### config.mk
export PLATFORM = sky130hd
export DESIGN_NAME = stack_cpu
export DESIGN_NICKNAME = d
export VERILOG_FILES = /design/src/design/stack_cpu_pkg.sv /design/src/design/stack_cpu.sv /design/src/design/sequencer.sv /design/src/design/program_counter.sv /design/src/design/lifo_stack.sv /design/src/design/alu.sv
export SDC_FILE = /design/constraint.sdc
export NUM_CORES = 1
export LEC_CHECK = 0
export BUFFER_PORTS_ARGS = -buffer_cell sky130_fd_sc_hd__buf_4
export CAP_MARGIN = 0
export CORE_UTILIZATION = 50
export CTS_CLUSTER_SIZE = 28
export DETAILED_ROUTE_END_ITERATION = 7
export GPL_TIMING_DRIVEN = 0
export HOLD_SLACK_MARGIN = 0.05
export PLACE_DENSITY = 0.65
export SYNTH_ARGS = -nofsm -noshare
export SYNTH_HDL_FRONTEND = slang
export SYNTH_SLANG_ARGS = --single-unit
### constraint.sdc
create_clock -name clk -period 7.96 [get_ports clk]
set_input_delay 0.398 -clock clk [delete_from_list [all_inputs] [get_ports clk]]
set_output_delay 0.398 -clock clk [all_outputs]
set_load 0.005 [all_outputs]
### src/design/stack_cpu_pkg.sv
`default_nettype none

package stack_cpu_pkg;

    // Word and field widths
    localparam int DATA_WIDTH      = 16;
    localparam int PC_WIDTH        = 5;
    localparam int DATA_ADDR_WIDTH = 10;
    localparam int OPCODE_WIDTH    = 5;
    localparam int OPERAND_WIDTH   = 11;

    // Stack depths
    localparam int OPERAND_STACK_DEPTH = 16;
    localparam int RETURN_STACK_DEPTH  = 8;

    typedef logic [DATA_WIDTH-1:0]      word_t;
    typedef logic [PC_WIDTH-1:0]        pc_t;
    typedef logic [DATA_ADDR_WIDTH-1:0] data_addr_t;
    typedef logic [OPERAND_WIDTH-1:0]   operand_t;

    // Opcode numbering has gaps at unused codes
    typedef enum logic [OPCODE_WIDTH-1:0] {
        PUSH   = 5'd0,
        PUSH_I = 5'd1,
        POP    = 5'd3,
        ADD    = 5'd4,
        SUB    = 5'd5,
        AND    = 5'd8,
        OR     = 5'd10,
        XOR    = 5'd11,
        NOT    = 5'd13,
        GOTO   = 5'd14,
        IF_EQ  = 5'd15,
        IF_LT  = 5'd17,
        CALL   = 5'd20,
        RET    = 5'd21
    } opcode_e;

    // Next program counter source
    typedef enum logic [2:0] {
        PC_HOLD,
        PC_INC,
        PC_JUMP,
        PC_BRANCH_EQ,
        PC_BRANCH_LT,
        PC_RETURN
    } pc_sel_e;

endpackage

`default_nettype wire
### src/design/stack_cpu.sv
`timescale 1ns/1ps
`default_nettype none

module stack_cpu (
    input  logic                      clk,
    input  logic                      reset,
    output stack_cpu_pkg::pc_t        inst_addr,
    output logic                      inst_read,
    input  stack_cpu_pkg::word_t      instruction,
    output stack_cpu_pkg::data_addr_t data_addr,
    output logic                      data_read,
    output logic                      data_write,
    output stack_cpu_pkg::word_t      data_out,
    input  stack_cpu_pkg::word_t      data_in
);

    import stack_cpu_pkg::*;

    logic    os_push;
    logic    os_pop;
    word_t   os_push_data;
    word_t   os_top;
    logic    rs_push;
    logic    rs_pop;
    pc_t     rs_top;
    opcode_e alu_op;
    word_t   alu_a;
    word_t   alu_b;
    word_t   alu_result;
    pc_sel_e pc_sel;
    pc_t     target;
    pc_t     link_pc;

    sequencer sequencer (
        .clk          (clk),
        .reset        (reset),
        .inst_read    (inst_read),
        .instruction  (instruction),
        .data_addr    (data_addr),
        .data_read    (data_read),
        .data_write   (data_write),
        .data_out     (data_out),
        .data_in      (data_in),
        .os_push      (os_push),
        .os_pop       (os_pop),
        .os_push_data (os_push_data),
        .os_top       (os_top),
        .rs_push      (rs_push),
        .rs_pop       (rs_pop),
        .alu_op       (alu_op),
        .alu_a        (alu_a),
        .alu_b        (alu_b),
        .alu_result   (alu_result),
        .pc_sel       (pc_sel),
        .target       (target)
    );

    alu alu (
        .op     (alu_op),
        .a      (alu_a),
        .b      (alu_b),
        .result (alu_result)
    );

    // Working values
    lifo_stack #(
        .WIDTH (DATA_WIDTH),
        .DEPTH (OPERAND_STACK_DEPTH)
    ) operand_stack (
        .clk       (clk),
        .reset     (reset),
        .push      (os_push),
        .pop       (os_pop),
        .push_data (os_push_data),
        .top       (os_top),
        .full      (),
        .empty     ()
    );

    // Subroutine return addresses
    lifo_stack #(
        .WIDTH (PC_WIDTH),
        .DEPTH (RETURN_STACK_DEPTH)
    ) return_stack (
        .clk       (clk),
        .reset     (reset),
        .push      (rs_push),
        .pop       (rs_pop),
        .push_data (link_pc),
        .top       (rs_top),
        .full      (),
        .empty     ()
    );

    program_counter program_counter (
        .clk        (clk),
        .reset      (reset),
        .pc_sel     (pc_sel),
        .target     (target),
        .test_value (os_top),
        .return_pc  (rs_top),
        .pc         (inst_addr),
        .link_pc    (link_pc)
    );

endmodule

`default_nettype wire

### src/design/sequencer.sv
`timescale 1ns/1ps
`default_nettype none

module sequencer (
    input  logic                   clk,
    input  logic                   reset,
    output logic                   inst_read,
    input  stack_cpu_pkg::word_t   instruction,
    output stack_cpu_pkg::data_addr_t data_addr,
    output logic                   data_read,
    output logic                   data_write,
    output stack_cpu_pkg::word_t   data_out,
    input  stack_cpu_pkg::word_t   data_in,
    output logic                   os_push,
    output logic                   os_pop,
    output stack_cpu_pkg::word_t   os_push_data,
    input  stack_cpu_pkg::word_t   os_top,
    output logic                   rs_push,
    output logic                   rs_pop,
    output stack_cpu_pkg::opcode_e alu_op,
    output stack_cpu_pkg::word_t   alu_a,
    output stack_cpu_pkg::word_t   alu_b,
    input  stack_cpu_pkg::word_t   alu_result,
    output stack_cpu_pkg::pc_sel_e pc_sel,
    output stack_cpu_pkg::pc_t     target
);

    import stack_cpu_pkg::*;

    typedef enum logic [4:0] {
        IDLE,
        FETCH,
        WAIT_INST,
        DECODE,
        PUSH_IMM,
        STORE,
        JUMP,
        BRANCH,
        MEM_READ,
        MEM_PUSH,
        POP_A,
        POP_B,
        ALU_EXEC,
        ALU_PUSH,
        CALL_LINK,
        CALL_JUMP,
        RET_LOAD,
        RET_POP,
        INCREMENT
    } state_e;

    state_e   state;
    state_e   next_state;
    word_t    inst_reg;
    opcode_e  opcode;
    operand_t operand;
    word_t    a_reg;
    word_t    b_reg;
    word_t    result_reg;

    // Instruction fields
    assign opcode  = opcode_e'(inst_reg[DATA_WIDTH-1:OPERAND_WIDTH]);
    assign operand = inst_reg[OPERAND_WIDTH-1:0];

    assign data_addr = operand[DATA_ADDR_WIDTH-1:0];
    assign target    = operand[PC_WIDTH-1:0];
    assign data_out  = os_top;
    assign alu_op    = opcode;
    assign alu_a     = a_reg;
    assign alu_b     = b_reg;

    always_ff @(posedge clk) begin
        if (reset) begin
            state <= IDLE;
        end else begin
            state <= next_state;
        end
    end

    // Held instruction and ALU operands
    always_ff @(posedge clk) begin
        if (state == WAIT_INST) begin
            inst_reg <= instruction;
        end
        if (state == POP_A) begin
            a_reg <= os_top;
        end
        if (state == POP_B) begin
            b_reg <= os_top;
        end
        if (state == ALU_EXEC) begin
            result_reg <= alu_result;
        end
    end

    always_comb begin
        next_state   = state;
        inst_read    = 1'b0;
        data_read    = 1'b0;
        data_write   = 1'b0;
        os_push      = 1'b0;
        os_pop       = 1'b0;
        os_push_data = result_reg;
        rs_push      = 1'b0;
        rs_pop       = 1'b0;
        pc_sel       = PC_HOLD;
        case (state)
            IDLE: begin
                next_state = FETCH;
            end
            FETCH: begin
                inst_read  = 1'b1;
                next_state = WAIT_INST;
            end
            WAIT_INST: begin
                next_state = DECODE;
            end
            DECODE: begin
                case (opcode)
                    PUSH:                          next_state = MEM_READ;
                    PUSH_I:                        next_state = PUSH_IMM;
                    POP:                           next_state = STORE;
                    ADD, SUB, AND, OR, XOR, NOT:   next_state = POP_A;
                    GOTO:                          next_state = JUMP;
                    IF_EQ, IF_LT:                  next_state = BRANCH;
                    CALL:                          next_state = CALL_LINK;
                    RET:                           next_state = RET_LOAD;
                    // Unknown opcodes fall through as a no-op
                    default:                       next_state = INCREMENT;
                endcase
            end
            PUSH_IMM: begin
                os_push      = 1'b1;
                os_push_data = {{(DATA_WIDTH-OPERAND_WIDTH){1'b0}}, operand};
                next_state   = INCREMENT;
            end
            STORE: begin
                os_pop     = 1'b1;
                data_write = 1'b1;
                next_state = INCREMENT;
            end
            JUMP: begin
                pc_sel     = PC_JUMP;
                next_state = FETCH;
            end
            BRANCH: begin
                // Program counter tests the popped top this cycle
                os_pop     = 1'b1;
                pc_sel     = (opcode == IF_EQ) ? PC_BRANCH_EQ : PC_BRANCH_LT;
                next_state = FETCH;
            end
            MEM_READ: begin
                data_read  = 1'b1;
                next_state = MEM_PUSH;
            end
            MEM_PUSH: begin
                os_push      = 1'b1;
                os_push_data = data_in;
                next_state   = INCREMENT;
            end
            POP_A: begin
                os_pop     = 1'b1;
                next_state = POP_B;
            end
            POP_B: begin
                os_pop     = 1'b1;
                next_state = ALU_EXEC;
            end
            ALU_EXEC: begin
                next_state = ALU_PUSH;
            end
            ALU_PUSH: begin
                os_push    = 1'b1;
                next_state = INCREMENT;
            end
            CALL_LINK: begin
                // link_pc is still the address after the CALL
                rs_push    = 1'b1;
                next_state = CALL_JUMP;
            end
            CALL_JUMP: begin
                pc_sel     = PC_JUMP;
                next_state = FETCH;
            end
            RET_LOAD: begin
                pc_sel     = PC_RETURN;
                next_state = RET_POP;
            end
            RET_POP: begin
                rs_pop     = 1'b1;
                next_state = FETCH;
            end
            INCREMENT: begin
                pc_sel     = PC_INC;
                next_state = FETCH;
            end
            default: begin
                next_state = IDLE;
            end
        endcase
    end

    single_fetch_strobe: assert property (
        @(posedge clk) disable iff (reset) inst_read |=> !inst_read
    ) else $error("sequencer: inst_read high on consecutive cycles");

    data_strobes_exclusive: assert property (
        @(posedge clk) disable iff (reset) !(data_read && data_write)
    ) else $error("sequencer: data_read and data_write together");

endmodule

`default_nettype wire

### src/design/program_counter.sv
`timescale 1ns/1ps
`default_nettype none

module program_counter (
    input  logic                   clk,
    input  logic                   reset,
    input  stack_cpu_pkg::pc_sel_e pc_sel,
    input  stack_cpu_pkg::pc_t     target,
    input  stack_cpu_pkg::word_t   test_value,
    input  stack_cpu_pkg::pc_t     return_pc,
    output stack_cpu_pkg::pc_t     pc,
    output stack_cpu_pkg::pc_t     link_pc
);

    import stack_cpu_pkg::*;

    pc_t pc_next;

    // Also the return address pushed by CALL
    assign link_pc = pc + 1'b1;

    always_comb begin
        case (pc_sel)
            PC_INC: begin
                pc_next = link_pc;
            end
            PC_JUMP: begin
                pc_next = target;
            end
            PC_BRANCH_EQ: begin
                pc_next = (test_value == '0) ? target : link_pc;
            end
            PC_BRANCH_LT: begin
                // Sign bit set means negative
                pc_next = test_value[DATA_WIDTH-1] ? target : link_pc;
            end
            PC_RETURN: begin
                pc_next = return_pc;
            end
            default: begin
                pc_next = pc;
            end
        endcase
    end

    always_ff @(posedge clk) begin
        if (reset) begin
            pc <= '0;
        end else if (pc_sel != PC_HOLD) begin
            pc <= pc_next;
        end
    end

endmodule

`default_nettype wire

### src/design/lifo_stack.sv
`timescale 1ns/1ps
`default_nettype none

module lifo_stack #(
    parameter int WIDTH = stack_cpu_pkg::DATA_WIDTH,
    parameter int DEPTH = stack_cpu_pkg::OPERAND_STACK_DEPTH
) (
    input  logic             clk,
    input  logic             reset,
    input  logic             push,
    input  logic             pop,
    input  logic [WIDTH-1:0] push_data,
    output logic [WIDTH-1:0] top,
    output logic             full,
    output logic             empty
);

    logic [WIDTH-1:0]           mem [DEPTH];
    logic [$clog2(DEPTH+1)-1:0] count;
    logic [$clog2(DEPTH)-1:0]   top_index;

    // count holds the entries in use and the top sits at count-1
    assign top_index = count[$clog2(DEPTH)-1:0] - 1'b1;
    assign empty     = (count == '0);
    assign full      = (count == DEPTH);

    // Empty stack reads as zero
    assign top = empty ? '0 : mem[top_index];

    always_ff @(posedge clk) begin
        if (reset) begin
            count <= '0;
        end else if (push && pop && !empty) begin
            count <= count;
        end else if (push && !full) begin
            count <= count + 1'b1;
        end else if (pop && !empty) begin
            count <= count - 1'b1;
        end
    end

    always_ff @(posedge clk) begin
        if (push && pop && !empty) begin
            // Replace top in place
            mem[top_index] <= push_data;
        end else if (push && !full) begin
            mem[count[$clog2(DEPTH)-1:0]] <= push_data;
        end
    end

    push_while_full: assert property (
        @(posedge clk) disable iff (reset) push && !pop |-> !full
    ) else $error("lifo_stack: push while full is dropped");

    pop_while_empty: assert property (
        @(posedge clk) disable iff (reset) pop |-> !empty
    ) else $error("lifo_stack: pop while empty is dropped");

endmodule

`default_nettype wire

### src/design/alu.sv
`timescale 1ns/1ps
`default_nettype none

module alu (
    input  stack_cpu_pkg::opcode_e op,
    input  stack_cpu_pkg::word_t   a,
    input  stack_cpu_pkg::word_t   b,
    output stack_cpu_pkg::word_t   result
);

    import stack_cpu_pkg::*;

    // a is the value that was on top of the stack
    always_comb begin
        case (op)
            ADD: begin
                result = a + b;
            end
            SUB: begin
                result = a - b;
            end
            AND: begin
                result = a & b;
            end
            OR: begin
                result = a | b;
            end
            XOR: begin
                result = a ^ b;
            end
            NOT: begin
                // Unary and ignores b
                result = ~a;
            end
            default: begin
                result = '0;
            end
        endcase
    end

endmodule

`default_nettype wire

==> summary.txt <==
Pwr
  • Logic pwr share: 0.176
  • Leakage: just over 7 nW
  • Reg power frac: 0.455
  • Peak supply drop: 0.000207 V
  • Fraction of power spent switching nets: 0.270
  • Net load switching power: between 1 and 1.5 mW
  • Relative contribution of the clock network to total power: 0.369
  • Pwr/cell area: 253 nW/µm²
  • Internal Dissipation: between 3 and 4 mW

Critical path
  • R2R Setup Slk: ~2.0 ns
  • Critical path launch point type: flip-flop
  • Path type of the worst setup path: flip-flop to flip-flop
  • Largest fanout on the critical path: 10
  • Worst Setup End Kind: flip-flop
  • Data arrival time of the critical path: 6.39 ns
  • Data required time of the worst path: 8.41 ns

Synth
  • Share of synthesized area occupied by flip-flops and latches: 0.647
  • Share of async-settable or async-resettable flops after synthesis: 0
  • Largest area contributor in the netlist: sky130_fd_sc_hd__edfxtp_1
  • Top cells by area, synth: sky130_fd_sc_hd__edfxtp_1 62%, sky130_fd_sc_hd__mux4_2 9.6%, sky130_fd_sc_hd__ha_1 4.1%
  • Net count of the mapped netlist: roughly 1300
  • Synth cell types: 55
  • Count of mapped cells out of synthesis: between 1000 and 1500
  • Commonest register cell after synthesis: sky130_fd_sc_hd__edfxtp_1
  • EDFF count, synth: 360
  • Netlist Area Pre-Place: between 15000 and 20000 µm²
  • Yosys warning total: 0
  • Flop and latch count out of synthesis: approximately 380
  • Synthesized area per cell: around 15 µm²
  • Top-area cell type share of the netlist area: 0.620

STA
  • Maximum clock skew at final layout: around 0.026 ns
  • Slew at the pin closest to its max-slew limit: approximately 1.2 ns
  • Max-slew violations: 0
  • Total negative slack: 0 ns
  • Final hold violation count: 0
  • Final setup fails: 0
  • Worst relative slew slack: 0.179
  • Crit path time final: 5.94 ns
  • Tcrit/Tclk final: 0.747
  • Unrepaired setup endpoints after global routing: no
  • Fmax: 168 MHz
  • Minimum hold slack: ~0.41 ns

Cells and area
  • Flip-flop count of the largest register, all copies and words added: approximately 260
  • NumNets Final: about 1400
  • Top Registers: operand_stack.mem (256), return_stack.mem (40)
  • Largest register by flop count: operand_stack.mem
  • Most common library cell in the layout ignoring fill and taps: sky130_fd_sc_hd__edfxtp_1
  • N_diodes: 0
  • Share of layout cells above drive strength 1: 0.196
  • Area overhead of the layout relative to synthesis: 17.1%
  • Commonest cells after routing, fill and taps aside: 360 x sky130_fd_sc_hd__edfxtp_1, 110 x sky130_fd_sc_hd__nand2_1, 80 x sky130_fd_sc_hd__buf_4

GRT
  • Global route overflow: 0
  • Wire length of the first global-routing pass: approximately 65000 µm
  • Global router's overall resource usage: 0.247
  • Initial antenna violation count: 0
  • Maximum number of pins on one net before global-route repair: 23
  • Number of global-route vias before repair: around 11000

Die
  • Height of the die: approximately 190 µm
  • Rows: 68
  • Full die area: around 36000 µm²
  • Effective utilization at floorplan: 0.506
  • I/O pin count: 68
  • Width of the die: approximately 190 µm
  • Core Footprint: 34500 µm²

Clock network
  • CTS clock-pin slew for the worst setup and hold paths: around 0.060 ns
  • CTS buffer count: 41
  • Number of clock sinks: about 380
  • # Post-CTS Setup Buffers: 0
  • Library cell used as clock root buffer: sky130_fd_sc_hd__clkbuf_16
  • Deepest level of the CTS H-tree: 2
  • Clock insertion delay at the later pin of the skew report: roughly 0.55 ns
  • Maximum clock path buffer count: 3
  • CTS tree: done

Status
  • Run status: complete, no violations

Route
  • Total number of vias: between 10000 and 15000
  • Met3 wirelength from detailed routing: roughly 3100 µm
  • Initial DRT Pass Iterations: 5
  • Routed wire length per instance: between 20 and 25 µm
  • Total Routed Length: 43200 µm
  • Detailed router's first-iteration violation count: between 1000 and 1500
  • Number of vias per cell: 5.92
  • Final ANT Viol Nets: 0
  • Highest metal used: met4
  • DRC violation count after routing: 0
  • Met2 routed WL: ~20000 µm
  • Metal1 wirelength: roughly 19000 µm

Place
  • HPWL after detailed placement: around 30000 µm
  • IO Port Bufs: 66
  • RePlAce Congestion: about 0.90

Job
  • Max-cap viol count: 0

Worst hold path
  • Class of the most critical hold timing path: input port to flip-flop
## timing repair
action                    CTS  global route
hold endpoints to repair   15             1
hold buffers               15             1
gates resized for setup     0             0
## final timing paths
check	from	to	depth (start not counted)
min	reset	program_counter.pc[3]$_SDFFE_PP0P_	2
max reg2reg	operand_stack.count[0]$_SDFFE_PP0P_	program_counter.pc[1]$_SDFFE_PP0P_	17
max	operand_stack.count[0]$_SDFFE_PP0P_	program_counter.pc[1]$_SDFFE_PP0P_	17
min reg2reg	flip-flop	sequencer.state[3]$_SDFF_PP0_	2
## stage by stage
| stage | worst slack, ns | power, mW | instances | area, µm² | util |
|---|---|---|---|---|---|
| 2_1_floorplan | 3.78 | 2.94 | 1183 | 17400 | - |
| 3_3_place_gp | 1.54 | 3.27 | 1704 | 18500 | 0.537 |
| 3_5_place_dp | 1.98 | 3.29 | 1723 | 18900 | 0.549 |
| 4_1_cts | 1.96 | 5.19 | 1812 | 20400 | 0.593 |
| 5_1_grt | 1.72 | 5.35 | 1813 | 20400 | 0.593 |
| 6_report | 2.02 | 5.17 | 1813 | 20400 | 0.593 |
## cells in the mapped netlist, types with 8 or more instances
cell                       number
sky130_fd_sc_hd__mux2i_1       37
sky130_fd_sc_hd__and2_1         9
sky130_fd_sc_hd__o22ai_1       15
sky130_fd_sc_hd__a22oi_1       21
sky130_fd_sc_hd__mux4_2        74
sky130_fd_sc_hd__ha_1          57
sky130_fd_sc_hd__nor2_1        83
sky130_fd_sc_hd__nand3_1       12
sky130_fd_sc_hd__nand2_1      110
sky130_fd_sc_hd__clkbuf_1      34
sky130_fd_sc_hd__xor2_1        13
sky130_fd_sc_hd__a21o_1         8
sky130_fd_sc_hd__buf_2          8
sky130_fd_sc_hd__inv_1         54
sky130_fd_sc_hd__a211oi_1      10
sky130_fd_sc_hd__o21ai_0       39
sky130_fd_sc_hd__nor3_1        22
sky130_fd_sc_hd__xnor2_1       29
sky130_fd_sc_hd__edfxtp_1     360
sky130_fd_sc_hd__dfxtp_1       24
sky130_fd_sc_hd__a21oi_1       59
sky130_fd_sc_hd__buf_4         14
## critical path, cell delays in order, from the launching register on
cell and delay, ns:
sky130_fd_sc_hd__dfxtp_1 0.42, sky130_fd_sc_hd__buf_4 0.21, sky130_fd_sc_hd__buf_6 0.21, sky130_fd_sc_hd__buf_4 0.27
sky130_fd_sc_hd__buf_2 0.37, sky130_fd_sc_hd__inv_1 0.19, sky130_fd_sc_hd__ha_1 0.32, sky130_fd_sc_hd__buf_2 0.29
sky130_fd_sc_hd__clkbuf_1 0.56, sky130_fd_sc_hd__buf_1 0.67, sky130_fd_sc_hd__mux4_2 0.41, sky130_fd_sc_hd__mux2i_1 0.39
sky130_fd_sc_hd__a32oi_1 0.22, sky130_fd_sc_hd__or4_1 0.58, sky130_fd_sc_hd__a21oi_1 0.24, sky130_fd_sc_hd__o31a_2 0.22
sky130_fd_sc_hd__nand2_1 0.09, sky130_fd_sc_hd__a211oi_2 0.19
## routing by layer
layer	global-route usage	vias up
met3	0.0373	62
met2	0.387	412
met5	0	-
met4	0.0754	0
li1	-	4816
met1	0.358	5440
## power by group through the flow
| stage | Clock, mW | Sequential [mW] | Combinational (mW) |
|---|---|---|---|
| after floorplan | 0 | 2.37 | 0.579 |
| after global placement | 0 | 2.39 | 0.880 |
| after detailed placement | 0 | 2.39 | 0.896 |
| after CTS | 1.94 | 2.35 | 0.906 |
| after global routing | 2.01 | 2.35 | 0.982 |
| final | 1.91 | 2.35 | 0.912 |
## kinds of logic after synthesis
family	count (synthesis)	synth area share
flip-flops	384	0.647
AND/OR/NAND/NOR	271	0.0676
buffers and inverters	116	0.0290
adder cells (fa/ha/maj)	60	0.0443
multiplexers	116	0.120
AO/OA/AOI/OAI	194	0.0708
XOR/XNOR	42	0.0211
## cell type report
| class | count | area (µm²) |
|---|---|---|
| flip-flops and latches | 384 | 11300 |
| well taps | 455 | 569 |
| clock inverters | 24 | 259 |
| clock buffers | 50 | 1080 |
| repair buffers | 101 | 1010 |
| plain buffers | 62 | 303 |
| multi-input cells | 683 | 5710 |
| fillers | 2594 | 14000 |
| inverters | 54 | 203 |
Power figures use the tool's default switching activity.
